**src/source/dma_bus_pkg.sv**
```systemverilog
// DMA bus types and addresses
`default_nettype none

package dma_bus_pkg;

	// CPU side address and data
	typedef logic [15:0] addr_t;
	typedef logic [7:0]  data_t;

	typedef logic [7:0] page_t;  // High byte of sprite source

	// Writing a page number here starts sprite DMA
	localparam addr_t SPRITE_TRIGGER_ADDR = 16'h4014;

	// PPU sprite data port, every sprite byte goes here
	localparam addr_t OAM_DATA_ADDR = 16'h2004;

endpackage

`default_nettype wire

```
**src/source/dma_seq_pkg.sv**
```systemverilog
// DMA sequencing types
`default_nettype none

package dma_seq_pkg;

	// Sprite engine states
	typedef enum logic [1:0] {
		IDLE  = 2'd0,
		ALIGN = 2'd1,   // Waiting for an odd read cycle
		XFER  = 2'd2    // Read/write pairs running
	} spr_state_t;

	// DMC fetch states
	typedef enum logic [1:0] {
		WAIT_REQ  = 2'd0,
		WAIT_SLOT = 2'd1,
		READ      = 2'd2,   // Owns the even cycle
		HOLD_ACK  = 2'd3
	} dmc_state_t;

	typedef logic [4:0] div_cnt_t;
	localparam div_cnt_t CPU_DIV_DEFAULT = 5'd12;  // Master clocks per CPU cycle

endpackage

`default_nettype wire

```
**src/source/dma_bus_if.sv**
```systemverilog
// DMA bus request interface
`default_nettype none

interface dma_bus_if;
	import dma_bus_pkg::*;

	addr_t addr;    // Address the DMA wants on the bus
	logic  active;  // DMA owns the bus this cycle
	logic  read;    // 1 = read, 0 = write
	data_t wdata;   // Byte for the sprite port

	// Engine side drives the request
	modport dma (
		output addr,
		output active,
		output read,
		output wdata
	);

	// Multiplexer only looks at it
	modport mux (
		input addr,
		input active,
		input read,
		input wdata
	);

endinterface

`default_nettype wire

```
**src/source/cpu_bus_mux.sv**
```systemverilog
// CPU and DMA bus multiplexer
`default_nettype none

module cpu_bus_mux (
	input  dma_bus_pkg::addr_t  cpu_addr,
	input  dma_bus_pkg::data_t  cpu_dout,
	input  logic                cpu_rnw,
	dma_bus_if.mux              dma,
	output logic                trigger,
	output dma_bus_pkg::page_t  page,
	output dma_bus_pkg::addr_t  mem_addr,
	output logic                mem_read,
	output logic                mem_write,
	output dma_bus_pkg::data_t  mem_dout
);
	import dma_bus_pkg::*;

	// CPU write to the sprite DMA register
	assign trigger = !dma.active && !cpu_rnw && (cpu_addr == SPRITE_TRIGGER_ADDR);
	assign page    = cpu_dout;  // Written byte names the page

	always_comb begin
		if (dma.active) begin
			mem_addr  = dma.addr;
			mem_read  = dma.read;
			mem_write = !dma.read;
			mem_dout  = dma.wdata;
		end else begin
			mem_addr  = cpu_addr;   // CPU owns the bus
			mem_read  = cpu_rnw;
			mem_write = !cpu_rnw;
			mem_dout  = cpu_dout;
		end
	end

endmodule

`default_nettype wire

```
**src/source/cpu_cycle_gen.sv**
```systemverilog
// CPU clock enable divider
`default_nettype none

module cpu_cycle_gen #(
	parameter dma_seq_pkg::div_cnt_t CPU_DIV = dma_seq_pkg::CPU_DIV_DEFAULT
) (
	input  logic clk,
	input  logic reset,
	output logic cpu_ce,
	output logic odd_cycle
);
	import dma_seq_pkg::*;

	div_cnt_t div_cnt;  // Master clocks into current CPU cycle

	// Last master clock of the CPU cycle
	assign cpu_ce = (div_cnt == CPU_DIV - 5'd1);

	always_ff @(posedge clk) begin
		if (reset) begin
			div_cnt   <= '0;
			odd_cycle <= 1'b0;  // First CPU cycle is even
		end else begin
			if (cpu_ce) begin
				div_cnt   <= '0;
				odd_cycle <= ~odd_cycle;
			end else begin
				div_cnt <= div_cnt + 5'd1;
			end
		end
	end

	// Every state machine steps once per pulse, a double pulse would skip a cycle
	ce_single_clk: assert property (
		@(posedge clk) disable iff (reset)
		cpu_ce |=> !cpu_ce
	);

endmodule

`default_nettype wire

```
**src/source/dma_top.sv**
```systemverilog
// DMA subsystem top
`default_nettype none

module dma_top #(
	parameter dma_seq_pkg::div_cnt_t CPU_DIV = dma_seq_pkg::CPU_DIV_DEFAULT
) (
	input  logic               clk,
	input  logic               reset,
	input  dma_bus_pkg::addr_t cpu_addr,
	input  dma_bus_pkg::data_t cpu_dout,
	input  logic               cpu_rnw,
	input  dma_bus_pkg::data_t mem_rdata,
	input  logic               dmc_req,
	input  dma_bus_pkg::addr_t dmc_addr,
	output dma_bus_pkg::addr_t mem_addr,
	output logic               mem_read,
	output logic               mem_write,
	output dma_bus_pkg::data_t mem_dout,
	output logic               pause_cpu,
	output logic               cpu_ce,
	output logic               odd_cycle,
	output logic               dmc_ack,
	output dma_bus_pkg::data_t dmc_data
);
	import dma_bus_pkg::*;

	logic  trigger;
	page_t page;
	logic  dmc_slot;
	logic  dmc_pending;
	logic  xfer_busy;

	dma_bus_if dma_bus ();

	cpu_cycle_gen #(
		.CPU_DIV (CPU_DIV)
	) u_cycle (
		.clk       (clk),
		.reset     (reset),
		.cpu_ce    (cpu_ce),
		.odd_cycle (odd_cycle)
	);

	dmc_fetch_slot u_dmc (
		.clk         (clk),
		.reset       (reset),
		.cpu_ce      (cpu_ce),
		.odd_cycle   (odd_cycle),
		.cpu_rnw     (cpu_rnw),
		.dmc_req     (dmc_req),
		.dmc_addr    (dmc_addr),
		.mem_rdata   (mem_rdata),
		.dmc_slot    (dmc_slot),
		.dmc_pending (dmc_pending),
		.dmc_ack     (dmc_ack),
		.dmc_data    (dmc_data)
	);

	sprite_dma_engine u_sprite (
		.clk       (clk),
		.reset     (reset),
		.cpu_ce    (cpu_ce),
		.odd_cycle (odd_cycle),
		.cpu_rnw   (cpu_rnw),
		.trigger   (trigger),
		.dmc_slot  (dmc_slot),
		.page      (page),
		.dmc_addr  (dmc_addr),
		.mem_rdata (mem_rdata),
		.bus       (dma_bus.dma),
		.xfer_busy (xfer_busy)
	);

	cpu_bus_mux u_mux (
		.cpu_addr  (cpu_addr),
		.cpu_dout  (cpu_dout),
		.cpu_rnw   (cpu_rnw),
		.dma       (dma_bus.mux),
		.trigger   (trigger),
		.page      (page),
		.mem_addr  (mem_addr),
		.mem_read  (mem_read),
		.mem_write (mem_write),
		.mem_dout  (mem_dout)
	);

	assign pause_cpu = xfer_busy | dmc_pending;  // CPU waits for either DMA

endmodule

`default_nettype wire

```
**src/source/dmc_fetch_slot.sv**
```systemverilog
// DMC sample fetch slot
`default_nettype none

module dmc_fetch_slot (
	input  logic               clk,
	input  logic               reset,
	input  logic               cpu_ce,
	input  logic               odd_cycle,
	input  logic               cpu_rnw,
	input  logic               dmc_req,
	input  dma_bus_pkg::addr_t dmc_addr,
	input  dma_bus_pkg::data_t mem_rdata,
	output logic               dmc_slot,
	output logic               dmc_pending,
	output logic               dmc_ack,
	output dma_bus_pkg::data_t dmc_data
);
	import dma_seq_pkg::*;

	dmc_state_t state;

	assign dmc_slot = (state == READ);  // Engine yields this even cycle

	// Pause the CPU from request until the byte is in hand
	always_comb begin
		case (state)
			WAIT_REQ:  dmc_pending = dmc_req;
			WAIT_SLOT: dmc_pending = 1'b1;
			READ:      dmc_pending = 1'b1;
			default:   dmc_pending = 1'b0;
		endcase
	end

	always_ff @(posedge clk) begin
		if (reset) begin
			state   <= WAIT_REQ;
			dmc_ack <= 1'b0;
		end else if (cpu_ce) begin
			case (state)
				WAIT_REQ: begin
					// Only start on an even read cycle
					if (dmc_req && cpu_rnw && !odd_cycle)
						state <= WAIT_SLOT;
				end
				WAIT_SLOT: begin
					if (odd_cycle)
						state <= READ;  // Next cycle is even
				end
				READ: begin
					state   <= HOLD_ACK;
					dmc_ack <= 1'b1;
				end
				HOLD_ACK: begin
					if (!dmc_req) begin  // Four-phase return to zero
						state   <= WAIT_REQ;
						dmc_ack <= 1'b0;
					end
				end
				default: state <= WAIT_REQ;
			endcase
		end
	end

	// Sample byte, taken at the end of the stolen cycle
	always_ff @(posedge clk) begin
		if (cpu_ce && state == READ)
			dmc_data <= mem_rdata;
	end

	ack_in_hold: assert property (
		@(posedge clk) disable iff (reset)
		dmc_ack |-> state == HOLD_ACK
	);

	// Agent keeps the request up until answered
	req_held: assert property (
		@(posedge clk) disable iff (reset)
		$fell(dmc_req) |-> dmc_ack
	);

	// Address must not move while the fetch is outstanding
	addr_stable: assert property (
		@(posedge clk) disable iff (reset)
		dmc_req && !dmc_ack |=> !dmc_req || $stable(dmc_addr)
	);

endmodule

`default_nettype wire

```
**src/source/sprite_dma_engine.sv**
```systemverilog
// Sprite DMA engine
`default_nettype none

module sprite_dma_engine (
	input  logic               clk,
	input  logic               reset,
	input  logic               cpu_ce,
	input  logic               odd_cycle,
	input  logic               cpu_rnw,
	input  logic               trigger,
	input  logic               dmc_slot,
	input  dma_bus_pkg::page_t page,
	input  dma_bus_pkg::addr_t dmc_addr,
	input  dma_bus_pkg::data_t mem_rdata,
	dma_bus_if.dma             bus,
	output logic               xfer_busy
);
	import dma_bus_pkg::*;
	import dma_seq_pkg::*;

	spr_state_t state;
	page_t      src_page;   // Source page from the $4014 write
	logic [7:0] idx;        // Low byte, one step per pair
	data_t      rd_latch;   // Byte between read and write

	logic even_read;  // Sprite read lands this cycle
	logic last_pair;

	assign even_read = (state == XFER) && !odd_cycle && !dmc_slot;
	assign last_pair = (idx == 8'hFF);

	always_ff @(posedge clk) begin
		if (reset) begin
			state <= IDLE;
			idx   <= 8'h00;
		end else if (cpu_ce) begin
			case (state)
				IDLE: begin
					if (trigger) begin
						state <= ALIGN;
						idx   <= 8'h00;
					end
				end
				ALIGN: begin
					// Reads must fall on even cycles
					if (cpu_rnw && odd_cycle)
						state <= XFER;
				end
				XFER: begin
					if (!odd_cycle && dmc_slot) begin
						state <= ALIGN;  // DMC took the read, odd cycle goes idle
					end else if (odd_cycle) begin
						idx <= idx + 8'd1;  // Write done
						if (last_pair)
							state <= IDLE;
					end
				end
				default: state <= IDLE;
			endcase
		end
	end

	// Page and read byte
	always_ff @(posedge clk) begin
		if (cpu_ce && state == IDLE && trigger)
			src_page <= page;
		if (cpu_ce && even_read)
			rd_latch <= mem_rdata;
	end

	assign xfer_busy = (state != IDLE);

	// DMC first, then sprite read, then sprite port write
	assign bus.active = dmc_slot || (state == XFER);
	assign bus.read   = dmc_slot || !odd_cycle;
	assign bus.wdata  = rd_latch;
	always_comb begin
		if (dmc_slot)
			bus.addr = dmc_addr;
		else if (!odd_cycle)
			bus.addr = {src_page, idx};
		else
			bus.addr = OAM_DATA_ADDR;
	end

	// Each sprite read is followed by its port write in the odd cycle
	write_after_read: assert property (
		@(posedge clk) disable iff (reset)
		cpu_ce && even_read |=> odd_cycle && bus.active && !bus.read
	);

endmodule

`default_nettype wire

```
**config.mk**
```make
export PLATFORM = sky130hd
export DESIGN_NAME = dma_top
export DESIGN_NICKNAME = d
export VERILOG_FILES = /design/src/source/dma_bus_pkg.sv /design/src/source/dma_seq_pkg.sv /design/src/source/dma_bus_if.sv /design/src/source/cpu_bus_mux.sv /design/src/source/cpu_cycle_gen.sv /design/src/source/dma_top.sv /design/src/source/dmc_fetch_slot.sv /design/src/source/sprite_dma_engine.sv
export SDC_FILE = /design/constraint.sdc
export NUM_CORES = 1
export LEC_CHECK = 0
export ABC_AREA = 1
export ABC_CLOCK_PERIOD_IN_PS = 5900
export BUFFER_PORTS_ARGS = -buffer_cell sky130_fd_sc_hd__buf_4
export CORE_UTILIZATION = 40
export DETAILED_ROUTE_END_ITERATION = 10
export PLACE_DENSITY_LB_ADDON = 0.25
export SLEW_MARGIN = 20
export SYNTH_ARGS = -nofsm -noshare
export SYNTH_HDL_FRONTEND = slang
export SYNTH_SLANG_ARGS = --single-unit
```
**constraint.sdc**
```tcl
create_clock -name clk -period 5.9 [get_ports clk]
set_input_delay 1.18 -clock clk [delete_from_list [all_inputs] [get_ports clk]]
set_output_delay 1.18 -clock clk [all_outputs]
set_load 0.01 [all_outputs]
```
==> out/qor.yml <==
critical_path.cell_chain: "inv_1 -> ha_1 -> inv_1 -> nand2_4 -> inv_1 -> o21ai_0 -> buf_4"
track_usage_pct: 19.2
synth_nets: 359
synth_edf_count: 24
grt_pass1_vias: 2065
start_kind: "flip-flop"
cellLeakagePower_nw: 1.36
clock_path_buffers: 2
seqPwrFrac_pct: 51.9
yosysUniqueCellTypes: 27
fmax_mhz: 266
avgSynthCellArea_sq_um: 7.77
hold_depth: 1
crit_path_frequent_cell: "inv_1"
grt_pass1_wl_um: 9060
synth_top_area_share_pct: 30.9
wirelength_um: 5730
utilization_pct: 56.5
cap_violations: 0
ys_async_sr_fraction_pct: 0
r2r.worst_path.cells: 10
die_h_um: 78.4
cp-startpoint: "u_dmc.state[0]$_SDFFE_PP0P_"
ys_seq_area_share_pct: 47.2
arrival_ns: 2.57
setup_ws_ns: 2.15
status: "completed"
finalSetupViolations: 0
clkPwrFrac_pct: 36.8
hpwl_um: 4480
place.gp.congestion: 0.854
htree_levels: 2
insertion_delay_ns: 0.29
report.final.slew_viol_count: 0
ys.flop_type: "edfxtp_1"
power.internal_uw: 484
n_antenna_cell: 0
grt_max_degree: 24
drc: 0
cp.required_ns: 4.72
first_iter_violations: 148
antenna_found_initial: 0
timing.rr.start: "u_dmc.state[0]$_SDFFE_PP0P_"
cts_made_buffers: 5
power_density_nw_per_um2: 195
vias_per_cell: 4.79
netlist_area_sq_um: 2330
pre_cts_ws_ns: 2.38
yosys_warnings: 0
dieWidth_um: 78.4
cts_tree: "yes"
postSynthCellCount: 300
slew_headroom_pct: 52.9
rows: 27
cts.sinks: 43
num_vias: 2209
sw_frac_of_total_pct: 21.1
start_util_pct: 41.8
crit_type: "reg2out"
port_buffers: 89
fin_setup_tns_ns: 0
end_kind: "output port"
synth_top_area_cell: "edfxtp_1"
post_cts_buffers: 0
cts-root-buf: "clkbuf_8"
hold_buffers: 0
comb_power_share_pct: 11.3
synth_most_common_cell: "nand2_1"
crit_fanout: 23
max-vdd-ir-drop_mv: 0.183
rsz0062_at_grt: "no"
ios: 90
tightest_slew_ns: 0.704
crit_path_max_incr_delay_ns: 0.61
ys_seq_elements: 43
fin_crit_sh_pct: 63.6
hold_ws_ns: 0.447
ant_nets: 0
slowest_stage: "ha_1"
netSwitchingPower_uw: 130
path_clk_slew_ns: 0.08
firstDrtPassIters: 4
syn2layout_area_growth_pct: 35.0
nets: 447
worstHoldStart: "u_cycle.div_cnt[0]$_SDFF_PP0_"
final_hold_viol_count: 0
fin_crit_ns: 3.75
finClkSkew_ns: 0.00284
cts_resized: 0
worst_hold_path_type: "reg2reg"
routedWlPerCell_um: 12.4
grt.overflow.total: 0
die_area_sq_um: 6140
synth_commonest_cells: "101 x nand2_1, 34 x nor2_1, 26 x inv_1"
coreArea_sq_um: 5570
ys_top_cells_by_area: "edfxtp_1 31%, dfxtp_1 16%, nand2_1 16%"
drive_above_1_share_pct: 28.5
==> layout by cell type (no fill, tap or decap), types with 2 or more instances in the layout <==
cell      synthesis  layout
a211oi_1          2       2
a21oi_1          18      18
buf_4             0      90
clkbuf_8          0       5
dfxtp_1          19      19
edfxtp_1         24      24
ha_1              7       7
inv_1            26      26
inv_2             2       2
nand2_1         101     101
nand2_4           3       3
nand3_1          24      24
nor2_1           34      34
nor2_2            2       2
o211ai_1          8       8
o21ai_0           9       9
or2_2             3       3
==> state kept, by name, indices dropped and copies added (netlist names) <==
register            flops
u_cycle.div_cnt         5
u_sprite.src_page       8
u_dmc.dmc_data          8
u_sprite.bus.wdata      8
u_cycle.odd_cycle       1
u_dmc.state             2
u_sprite.idx            8
u_dmc.dmc_ack           1
u_sprite.state          2
==> path summary, 6_finish.rpt <==
kind	to	slack, ns
worst max register to register	u_sprite.idx[4]$_SDFFE_PP0P_	3.52
worst min register to register	u_cycle.div_cnt[0]$_SDFF_PP0_	0.45
worst min-delay path	u_cycle.div_cnt[0]$_SDFF_PP0_	0.45
worst max-delay path	mem_addr[2]	2.15
==> logic make-up (layout without fill, tap and decap cells) <==
logic type | Yosys count | after routing | synth area share (%)
flip-flops | 43 | 43 | 47.2
AO/OA/AOI/OAI | 39 | 39 | 9.66
AND/OR/NAND/NOR | 173 | 173 | 31.9
XOR/XNOR | 1 | 1 | 0.376
adder cells (fa/ha/maj) | 7 | 7 | 3.76
buffers and inverters | 37 | 126 | 7.14
==> power groups by stage <==
stage | clock network, mW | logic, mW | registers [mW]
2_1_floorplan | 0 | 0.0222 | 0.325
3_3_place_gp | 0 | 0.0694 | 0.325
3_5_place_dp | 0 | 0.0698 | 0.325
4_1_cts | 0.231 | 0.0701 | 0.318
5_1_grt | 0.244 | 0.0763 | 0.318
6_report | 0.226 | 0.0695 | 0.318
==> final cells by class <==
cell class | instances | area [sq um]
Clock buffer | 5 | 68.8
Clock inverter | 3 | 43.8
Fill cell | 538 | 2420
Inverter | 28 | 105
Multi-Input combinational cell | 220 | 1060
Sequential cell | 43 | 1100
Tap cell | 72 | 90.1
Timing Repair Buffer | 90 | 676
==> metal layers <==
metal	vias up	track usage (%)	share of wire [%]
met4	0	5.37	0.93
met3	6	5.12	6.6
met2	67	33.2	51
li1	1155	-	-
met1	981	23.3	42
met5	-	0	0
==> per-stage QoR <==
| step | std cells | power, mW | instance area (sq um) |
|---|---|---|---|
| after detailed placement | 453 | 0.395 | 3040 |
| after floorplan | 300 | 0.347 | 2330 |
| after CTS | 461 | 0.619 | 3150 |
| after global placement | 453 | 0.394 | 3040 |
| final | 461 | 0.613 | 3150 |
| after global routing | 461 | 0.638 | 3150 |
==> critical path, delay by kind of cell, from the launching register on <==
family | cells | cell delay (ns)
buffers and inverters | 4 | 0.83
adder cells (fa/ha/maj) | 1 | 0.61
AND/OR/NAND/NOR | 1 | 0.21
AO/OA/AOI/OAI | 1 | 0.28
flip-flops | 1 | 0.35
No activity file was read; power rests on OpenSTA's default activity.
